File: src/rtl/vec_pkg.sv
/*
 * Vector slice definitions
 * Register file geometry, index type and the byte-lane operation codes
 */
package vec_pkg;

    // Default bytes per vector register
    parameter int VEC_BYTES = 16;

    // Width of one lane
    parameter int BYTE_W = 8;

    // Register file depth and index width
    parameter int VEC_REGS   = 32;
    parameter int VEC_ADDR_W = 5;

    typedef logic [VEC_ADDR_W-1:0] vec_addr_t;

    // Byte-lane operations, no carry between lanes
    typedef enum logic [2:0] {
        OP_ADD  = 3'd0,
        OP_SUB  = 3'd1,  // A minus B
        OP_AND  = 3'd2,
        OP_OR   = 3'd3,
        OP_XOR  = 3'd4,
        OP_MINU = 3'd5,  // unsigned minimum
        OP_MOVA = 3'd6
    } vec_op_e;

endpackage
File: src/rtl/vec_issue.sv
/*
 * Issue and execute stage
 * Accepts commands, holds one result in a register stage and
 * writes it back under its byte mask when the result is taken
 */
`timescale 1ns/10ps

module vec_issue #(
    parameter int num_bytes = vec_pkg::VEC_BYTES
) (
    input  logic                                clk,
    input  logic                                arst_n,

    // Command side
    input  logic                                cmd_valid,
    output logic                                cmd_ready,
    input  vec_pkg::vec_op_e                    cmd_op,
    input  vec_pkg::vec_addr_t                  cmd_rs_a,
    input  vec_pkg::vec_addr_t                  cmd_rs_b,
    input  vec_pkg::vec_addr_t                  cmd_rd,
    input  logic [num_bytes-1:0]                cmd_mask,

    // Operand fetch and ALU
    output vec_pkg::vec_addr_t                  rd_addr_a,
    output vec_pkg::vec_addr_t                  rd_addr_b,
    output vec_pkg::vec_op_e                    alu_op,
    input  logic [vec_pkg::BYTE_W*num_bytes-1:0] alu_result,

    // Result side
    output logic                                res_valid,
    input  logic                                res_ready,
    output vec_pkg::vec_addr_t                  res_rd,
    output logic [vec_pkg::BYTE_W*num_bytes-1:0] res_data,
    output logic [num_bytes-1:0]                res_mask,

    // Write-back
    output vec_pkg::vec_addr_t                  wr_addr,
    output logic [vec_pkg::BYTE_W*num_bytes-1:0] wr_data,
    output logic [num_bytes-1:0]                wr_en
);

    logic stage_valid;
    logic retire;
    logic accept;

    // Operands are fetched straight from the offered command
    assign rd_addr_a = cmd_rs_a;
    assign rd_addr_b = cmd_rs_b;
    assign alu_op    = cmd_op;

    assign retire    = stage_valid && res_ready;
    // Free stage, or one that empties on this edge
    assign cmd_ready = !stage_valid || retire;
    assign accept    = cmd_valid && cmd_ready;

    always_ff @(posedge clk or negedge arst_n) begin
        if (!arst_n) begin
            stage_valid <= 1'b0;
        end else if (accept) begin
            stage_valid <= 1'b1;
        end else if (retire) begin
            stage_valid <= 1'b0;
        end
    end

    always_ff @(posedge clk) begin
        if (accept) begin
            res_data <= alu_result;
            res_rd   <= cmd_rd;
            res_mask <= cmd_mask;
        end
    end

    assign res_valid = stage_valid;

    // Write lands on the same edge the result is taken
    assign wr_addr = res_rd;
    assign wr_data = res_data;
    assign wr_en   = retire ? res_mask : '0;

endmodule

File: config.mk
export PLATFORM = sky130hd
export DESIGN_NAME = vec_issue
export DESIGN_NICKNAME = d
export VERILOG_FILES = /design/src/rtl/vec_pkg.sv /design/src/rtl/vec_issue.sv
export SDC_FILE = /design/constraint.sdc
export NUM_CORES = 1
export LEC_CHECK = 0
export BUFFER_PORTS_ARGS = -buffer_cell sky130_fd_sc_hd__buf_2
export CORE_AREA = 2 2 186 188
export CTS_BUF_LIST = sky130_fd_sc_hd__clkbuf_8
export DETAILED_ROUTE_END_ITERATION = 16
export DIE_AREA = 0 0 188 190
export GPL_TIMING_DRIVEN = 0
export PLACE_DENSITY_LB_ADDON = 0.05
export SETUP_SLACK_MARGIN = 0.05
export SLEW_MARGIN = 20
export SYNTH_ARGS = -nofsm -noshare
export SYNTH_HDL_FRONTEND = slang
export SYNTH_SLANG_ARGS = --single-unit
File: constraint.sdc
create_clock -name clk -period 6.28 [get_ports clk]
set_clock_uncertainty 0.2 [all_clocks]
set_input_delay 1.256 -clock clk [delete_from_list [all_inputs] [get_ports clk]]
set_output_delay 1.256 -clock clk [all_outputs]
set_load 0.05 [all_outputs]
# == After elaboration in Yosys (flattened, before gate mapping) ==
# Cells that the tools add are included.
# op_classes
mux,3
n_reduce_logical,5
# op_table
op,count
$mux 16,1
$logic_and 1x1->1,2
$mux 1,2
$reduce_bool 2->1,1
$logic_not 1->1,1
$logic_or 1x1->1,1
# word_totals
ff_bits,150
input_bits,166
wordCells,12

# == Depth between registers and ports, before layout ==
# Gate-level depths: netlist (run 1).
# depth
ltp_word,4
depth_mapped,2
ltp_nobuf,2

# == Worst setup path after synthesis (run 1) ==
# Ideal clock, no wire load.
# synth_path
path_type,input to register
startpoint,input res_ready
endpoint,"register res_data[0] (netlist name), enable pin"
setup_time_ns,0.526
t_arrival_ns,5.205
setup_slack_ns,0.350
path_stages,2
n_path_buf,0
path_cell_list,nand2b_1 > and2_1
# synth_via
elab_chain_cells,3
# synth_rtl
item,line,source
"start, declared",vec_issue.sv:31,"input logic res_ready,"
$logic_and 1x1->1,vec_issue.sv:51,assign retire = stage_valid && res_ready;
$logic_or 1x1->1,vec_issue.sv:53,assign cmd_ready = !stage_valid || retire;
$logic_and 1x1->1,vec_issue.sv:54,assign accept = cmd_valid && cmd_ready;
net accept,vec_issue.sv:44,logic accept;
"end signal, assigned",vec_issue.sv:68,res_data <= alu_result;
"end, declared",vec_issue.sv:33,"output logic [vec_pkg::BYTE_W*num_bytes-1:0] res_data,"
# The timed path passes the listed nets, and every way through them passes these cells.
# A chain may end at the register's enable or synchronous reset.

# == Worst setup path after layout (run 1) ==
# layout_path
startpoint,input res_ready
endpoint,output wr_en[9]
# layout_via
elab_chain_cells,2
# layout_rtl
item,line,source
$logic_and 1x1->1,vec_issue.sv:51,
$mux 16,vec_issue.sv:79,assign wr_en = retire ? res_mask : '0;
"end, declared",vec_issue.sv:39,output logic [num_bytes-1:0] wr_en
# No other way between the ends.

==> results_dict.tcl, run 1 <==
set metrics [dict create \
    start_util_pct 16.9 \
    cp.required_ps 4820 \
    reg2reg_depth 4 \
    endpoint_kind "output pin" \
    syn_area_mm2 0.00573 \
    gp_congestion 0.795 \
    clock_path_buffers 2 \
    reg2reg_from "res_valid" \
    worst_pin_slew_ps 299 \
    route.detailed.drc 0 \
    grtUsageTotal_pct 10.2 \
    cp-start-kind "input pin" \
    synth_seq_cells 150 \
    vias_per_cell 3.28 \
    post_cts_resized 0 \
    place_ws_ps 2770 \
    holdCritPathClass "in2async" \
    final_cell_mix "buf_2 (466), edfxtp_1 (149), buf_4 (147)" \
    via_count 4180 \
    cts-root-buf "clkbuf_8" \
    fin_ws_ps 2780 \
    cts_tree "built" \
    hpwl_um 15300 \
    die_w_um 188 \
    nets 970 \
    cts_buffers 17 \
    clk_pin_slew_ps 80 \
    grt_pass1_wl_um 26100 \
    crit_type "in2out" \
    clkLatencyLatePin_ps 460 \
    htreeDepth 4 \
    layout_commonest_cell "buf_2" \
    syn_nets 483 \
    endpoint "wr_en[9]" \
    std_cell_rows 68 \
    r2r-end "res_data[46]" \
    drt_iter0_markers 101 \
    grt_max_degree 51 \
    crit_family "buffers and inverters" \
    rsz0062_at_grt "no" \
    critPathArrivalTime_ps 2050 \
    path_buf_inv 3 \
    drtAntennaViolNets 0 \
    dieArea_mm2 0.0357 \
    core_mm2 0.0339 \
    seq_area_frac_synth_pct 78.6 \
    area_growth_pct 59.3 \
    placed_area_mm2 0.00870 \
    status "complete, no violations" \
    portBuffers 465 \
    grt_antenna_before_repair 2 \
    slew_viol_final 0 \
    power_per_cell_area_mw_per_mm2 290 \
    clkSinkCount 150 \
    critPathLaunch "res_ready" \
    p_leak_nw 4.33 \
    routed_wl_um 18800 \
    slowest_delay_ps 260 \
    drive_gt1_share_pct 79.1 \
    final_design_area_no_fill_mm2 0.00913 \
    critPathSlowestCell "buf_2" \
    crit_chain "buf_2, buf_2, and3_1, buf_2" \
    fmax_mhz 286 \
    layout_min_cycle_time_ps 3500 \
    final_hold_viol_count 0 \
    ir_drop_mv 0.100 \
    fp.dieH_um 190 \
    cpMostUsedCell "buf_2" \
    setup-violations-final 0 \
    setup_tns_ps 0 \
    cp_num_cells 4 \
    ios 479 \
    drv_cap 0 \
    grt_pass1_vias 4228 \
    synthesis.instances 317 \
    worstPathMaxFanout 10 \
    slew_headroom_pct 80.0 \
    yosysWarnings 0 \
    avgSynthCellArea_um2 18.1 \
    wl_per_cell_um 14.8 \
    postCtsSetupRepairBufs 0 \
    cts_hold_buf 0 \
    r2r_slack_ps 4170 \
    holdWs_ps 353 \
    min_period_over_period_pct 55.8 \
    detail_route.first_pass.iterations 6 \
    synth_cell_types 7 \
    grt-ovfl-total 0 \
]
-- routing by layer --
layer	track usage [%]	wire length, um
met1	9.51	6230
met2	18.7	10200
met3	4.59	1880
met4	5.15	493
met5	0	13
-- cells by family after synthesis --
family | Yosys count | synth area share (%)
flops | 150 | 78.6
buf+inv | 148 | 19.4
simple gates | 19 | 2.08
-- Yosys cell counts --
master | number | area (um2)
edfxtp_1 | 149 | 4470
buf_4 | 147 | 1100
and3_1 | 16 | 100
nand2b_1 | 2 | 12.5
and2_1 | 1 | 6.26
buf_2 | 1 | 5.00
dfrtp_1 | 1 | 25.0
-- metrics by stage --
| stage | total power [mW] | cells | util (%) |
|---|---|---|---|
| 2_1_floorplan | 1.70 | 317 | - |
| 6_report | 2.65 | 1274 | 26.9 |
| 3_3_place_gp | 1.88 | 1237 | 25.4 |
| 3_5_place_dp | 1.87 | 1240 | 25.6 |
| 4_1_cts | 2.71 | 1272 | 26.9 |
| 5_1_grt | 2.77 | 1273 | 26.9 |
-- registers in the layout, indices dropped and copies added (netlist names) --
signal / flops
res_mask: 16
res_valid: 1
res_data: 128
res_rd: 5
-- report_power, final --
| part | internal [mW] | leakage (nW) | switching (mW) |
|---|---|---|---|
| clock | 0.428 | 0.212 | 0.380 |
| combinational | 0.168 | 2.69 | 0.472 |
| sequential | 1.17 | 1.43 | 0.0327 |
| total | 1.76 | 4.33 | 0.885 |
-- area by class of cell --
class	count	area, um2
clock buffers	17	234
plain buffers	148	1110
diodes	2	5.00
multi-input cells	19	121
flip-flops and latches	150	4500
clock inverters	15	185
fillers	3555	24800
repair buffers	468	2400
well taps	455	569
-- worst min path at each step --
stage / cells after the start / end / from / slack [ps]
after global placement: 2 / res_valid / res_valid / 520
after floorplan: 0 / res_valid / arst_n / 760
after CTS: 1 / res_valid / arst_n / 280
final: 1 / res_valid / arst_n / 350
after detailed placement: 2 / res_valid / res_valid / 540
after global routing: 1 / res_valid / arst_n / 290
No activity file was read; power rests on OpenSTA's default activity.
==> run 2, diff against run 1 <==
- ABC_AREA: not set -> 1
- CORE_AREA: 2 2 186 188 -> 2 2 187 189
- DIE_AREA: 0 0 188 190 -> 0 0 189 191
- clock period: 6.28 -> 3.56 ns (I/O delays scaled with it)
==> results_dict.tcl, run 2 <==
set metrics [dict create \
    status "complete, no violations" \
    grtUsageTotal_pct 10.2 \
    critPathArrivalTime_ps 1620 \
    avgSynthCellArea_um2 17.2 \
    synth_top_area_share_pct 77.4 \
    clock_path_buffers 2 \
    drive_gt1_share_pct 78.8 \
    clkSinkCount 150 \
    ios 479 \
    via_count 4229 \
    detail_route.first_pass.iterations 4 \
    grt_max_degree 24 \
    synth_cell_types 10 \
    critPathLaunch "res_ready" \
    cpMostUsedCell "buf_2" \
    synthesis.instances 335 \
    cts_buffers 17 \
    setup-violations-final 0 \
    p_leak_nw 4.43 \
    htreeDepth 4 \
    route.detailed.drc 0 \
    grt_pass1_vias 4447 \
    gp_congestion 0.828 \
    nets 994 \
    fp.dieH_um 191 \
    wl_per_cell_um 14.6 \
    worstPathMaxFanout 10 \
    area_growth_pct 61.3 \
    synthTopCellsByArea "edfxtp_1 (77%), buf_4 (19%), inv_1 (1.2%)" \
    syn_area_mm2 0.00578 \
    synth.largest_area_cell "edfxtp_1" \
    clk_pin_slew_ps 90 \
    finalPower_mw 4.62 \
    fmax_mhz 396 \
    largest-register "res_data" \
    die_w_um 189 \
    synth_edf_count 149 \
    syn_nets 501 \
    grt_antenna_before_repair 5 \
    largestRegisters "res_data x128, res_mask x16, res_rd x5" \
    routed_wl_um 18900 \
    ir_drop_mv 0.210 \
    crit_chain "buf_2, nand2_2, buf_6, nor2_2, buf_2" \
    cts-root-buf "clkbuf_8" \
    synth-async-reset-ratio_pct 0.667 \
    endpoint_kind "output pin" \
    rsz0062_at_grt "no" \
    r2r_slack_ps 1480 \
    holdCritPathClass "in2reg" \
    slew_headroom_pct 74.3 \
    clkLatencyLatePin_ps 460 \
    crit_family "buffers and inverters" \
    cts_tree "built" \
    slowest_delay_ps 270 \
    synth_seq_cells 150 \
    core_mm2 0.0341 \
    ys.flop_type "edfxtp_1" \
    ys_top_cells_by_count "edfxtp_1 (149), buf_4 (146), inv_1 (18)" \
    grt_pass1_wl_um 26600 \
    vias_per_cell 3.26 \
    drv_cap 0 \
    critPathSlowestCell "buf_2" \
    drtAntennaViolNets 0 \
    drt_iter0_markers 68 \
    dieArea_mm2 0.0361 \
    worst_pin_slew_ps 384 \
    start_util_pct 16.9 \
    final_hold_viol_count 0 \
    reg2reg_from "res_valid" \
    postCtsSetupRepairBufs 0 \
    power_per_cell_area_mw_per_mm2 496 \
    setup_tns_ps 0 \
    path_buf_inv 3 \
    grt-ovfl-total 0 \
    min_period_over_period_pct 71.0 \
    cp.required_ps 2650 \
    slew_viol_final 0 \
    final_cell_mix "buf_2 (465), edfxtp_1 (149), buf_4 (146)" \
    min-delay-start "alu_result[42]" \
    cp-start-kind "input pin" \
    layout_min_cycle_time_ps 2530 \
    seq_area_frac_synth_pct 77.9 \
    yosysWarnings 0 \
    crit_type "in2out" \
    std_cell_rows 68 \
    portBuffers 465 \
    layout_commonest_cell "buf_2" \
    hpwl_um 15700 \
    largest_reg_flops 128 \
    yosysMostFrequentCell "edfxtp_1" \
]
==> run 2: layout make-up <==
class / instances / area (um2)
multi-input combinational: 20 / 115
tap: 455 / 569
clock inverter: 15 / 165
sequential: 150 / 4500
clock buffer: 17 / 234
buffer: 147 / 1110
fill: 3617 / 24800
timing repair buffer: 474 / 2540
antenna: 1 / 2.50
inverter: 18 / 80.1
==> run 2: worst paths after layout <==
check,to,depth (start not counted)
worst max-delay path,wr_en[5],5
worst min-delay path,res_data[42],1
worst max register to register,res_data[102],5
worst min register to register,res_valid,2
max in group asynchronous,res_valid,2
min in group asynchronous,res_valid,2
==> run 2: repair_timing <==
item | in CTS | in global routing
hold buffers | 1 | 0
hold endpoints to repair | 1 | 0
gates resized for setup | 0 | 0
==> run 2: logic make-up (layout without fill, tap and decap cells) <==
| kind of cell | count (synthesis) | after routing | share of synthesized area [%] |
|---|---|---|---|
| buffers and inverters | 165 | 671 | 20.3 |
| flip-flops | 150 | 150 | 77.9 |
| AO/OA/AOI/OAI | 1 | 1 | 0.0865 |
| other | 0 | 1 | 0 |
| AND/OR/NAND/NOR | 19 | 19 | 1.71 |
==> run 2: report_power, final <==
group / leakage (nW) / total, mW / internal (mW) / switching (mW)
Combinational: 2.79 / 1.16 / 0.316 / 0.841
Sequential: 1.43 / 2.12 / 2.06 / 0.0599
Clock: 0.207 / 1.35 / 0.684 / 0.662
Total: 4.43 / 4.62 / 3.06 / 1.56
==> run 2: per-layer routing <==
metal / part of all wire [%] / global-route usage, % / wire (um) / up-vias
met3: 11 / 4.48 / 2020 / 19
li1: - / - / - / 1991
met5: 0.16 / 0 / 30 / -
met4: 1.5 / 4.24 / 288 / 4
met2: 54 / 18.9 / 10100 / 290
met1: 34 / 9.91 / 6430 / 1925
==> run 2: worst reg2reg max path, delay by kind of cell, from the launching register on <==
family          cells  cell delay (ps)
buf+inv             4              770
flops               1              450
compound gates      1              350
==> run 2: per-stage QoR <==
stage	instance area (um2)	worst slack [ps]	hold slack, ps	utilization (%)	instances
global route	9320	929	150	27.3	1297
detailed placement	8910	940	288	26.1	1263
floorplan	5800	-255	216	-	335
finish	9320	1030	212	27.3	1297
global placement	8700	-1730	288	25.5	1255
CTS	9320	971	145	27.3	1296
==> run 3, diff against run 2 <==
- clock period: 3.56 -> 2.1 ns (I/O delays scaled with it)
==> results_dict.tcl, run 3 (synthesized netlist as in run 2, its figures left out) <==
set metrics [dict create \
    status "complete, no violations" \
    cp.required_ps 1480 \
    comb_power_share_pct 27.3 \
    grt_antenna_before_repair 0 \
    endpoint_kind "output pin" \
    ir_drop_mv 0.289 \
    wl_per_cell_um 13.3 \
    drt-met1-wl_um 6900 \
    htreeDepth 4 \
    dr.max_layer_used "met4" \
    final_cells 1449 \
    n_antenna_cell 0 \
    area_growth_pct 89.3 \
    cts-root-buf "clkbuf_8" \
    core_mm2 0.0341 \
    layout_commonest_cell "buf_2" \
    holdCritPathClass "in2async" \
    final_hold_viol_count 0 \
    p_leak_nw 5.08 \
    slew_viol_final 0 \
    clkLatencyLatePin_ps 440 \
    switching_share_pct 33.5 \
    fp.dieH_um 191 \
    nets 1148 \
    largest-register "res_data" \
    r2r-end "res_data[40]" \
    grt_pass1_vias 4940 \
    drv_cap 0 \
    fill_cells 3499 \
    pwr-share-seq_pct 44.3 \
    critPathLaunch "res_valid" \
    wl_met2_um 10500 \
    largestRegisters "res_data x128, res_mask x16, res_rd x5" \
    drt_iter0_markers 104 \
    clock_path_buffers 2 \
    slew_headroom_pct 80.9 \
    dieArea_mm2 0.0361 \
    final_cell_mix "buf_2 (449), buf_4 (152), dlygate4sd3_1 (151)" \
    clk_pin_slew_ps 80 \
    vias_per_cell 3.27 \
    hpwl_um 15200 \
    worst_pin_slew_ps 288 \
    ios 479 \
    critPathArrivalTime_ps 1420 \
    routed-wl-met3_um 1640 \
    p_int_mw 5.39 \
    grtUsageTotal_pct 10.1 \
    crit_type "reg2out" \
    grt_max_degree 24 \
    gp_congestion 0.836 \
    reg2reg_depth 5 \
    dp_cells 1263 \
    worstPathMaxFanout 10 \
    r2r_slack_ps 130 \
    drive_gt1_share_pct 66.9 \
    reg2reg_from "res_valid" \
    cts_tree "built" \
    via_count 4740 \
    start_util_pct 16.9 \
    endpoint "wr_en[11]" \
    die_w_um 189 \
    power.share.clock_pct 28.4 \
    detail_route.first_pass.iterations 4 \
    routed_wl_um 19200 \
    fmax_mhz 490 \
    cp-start-kind "flip-flop" \
    grt-ovfl-total 0 \
    grt_pass1_wl_um 27200 \
    drtAntennaViolNets 0 \
    cts_buffers 17 \
    p_sw_mw 2.72 \
    clkSinkCount 150 \
    portBuffers 465 \
    setup-violations-final 0 \
    fin_util_pct 32.1 \
    largest_reg_flops 128 \
    layout_min_cycle_time_ps 2040 \
    route.detailed.drc 0 \
    min_period_over_period_pct 97.2 \
    rsz0062_at_grt "yes" \
    std_cell_rows 68 \
    power_per_cell_area_mw_per_mm2 742 \
]
run 3: how the worst min path moves through the flow:
stage,startpoint,to,slack [ps],cells after the start
final,arst_n,res_valid,70,2
after global routing,arst_n,res_valid,8,2
after CTS,arst_n,res_valid,5,2
after detailed placement,arst_n,res_valid,-2,1
after global placement,arst_n,res_valid,-3,1
after floorplan,arst_n,res_valid,-80,0
run 3: routing by layer:
layer / up-vias / track usage (%)
li1: 2298 / -
met5: - / 0
met3: 9 / 3.52
met2: 288 / 19.1
met1: 2145 / 10.1
met4: 0 / 3.46
run 3: stage by stage:
step	setup TNS (ps)	hold slack (ps)	power (mW)	instance area [um2]	setup slack [ps]
floorplan	-241510	-75.6	5.08	5790	-1620
global placement	-417310	-2.60	5.61	8690	-2810
detailed placement	-9810	-1.65	5.63	8880	-219
CTS	-104	4.96	8.28	10900	-22.9
global route	-377	8.25	8.50	10900	-51.9
finish	0	70.1	8.12	10900	59.2
run 3: power groups by stage:
stage / clock network, mW / logic (mW) / registers [mW]
3_5_place_dp: 0 / 1.97 / 3.66
2_1_floorplan: 0 / 0.886 / 4.20
5_1_grt: 2.57 / 2.31 / 3.62
6_report: 2.30 / 2.22 / 3.59
3_3_place_gp: 0 / 1.91 / 3.69
4_1_cts: 2.46 / 2.23 / 3.60
run 3: repair_timing:
| item | 4_1_cts | 5_1_grt |
|---|---|---|
| hold endpoints to repair | 151 | 0 |
| buffers inserted | 1 | 2 |
| gates resized for setup | 26 | 11 |
| setup endpoints to repair | 57 | 56 |
| hold buffers | 151 | 0 |
| cloned | 0 | 1 |
| pin swaps | 2 | 2 |
run 3: worst max-delay path: stages (launching register included):
cell and delay, ps:
dfrtp_2 440, nand2_4 110, buf_12 170, nor2_2 100
buf_6 170
run 3: area by class of cell:
| type | count | area [um2] | area share (%) |
|---|---|---|---|
| Sequential cell | 150 | 4500 | 41.1 |
| Timing Repair Buffer | 628 | 4150 | 37.9 |
| Buffer | 147 | 1120 | 10.2 |
| Tap cell | 455 | 569 | 5.20 |
| Clock buffer | 17 | 234 | 2.14 |
| Clock inverter | 14 | 163 | 1.49 |
| Multi-Input combinational cell | 20 | 140 | 1.28 |
| Inverter | 18 | 67.6 | 0.618 |
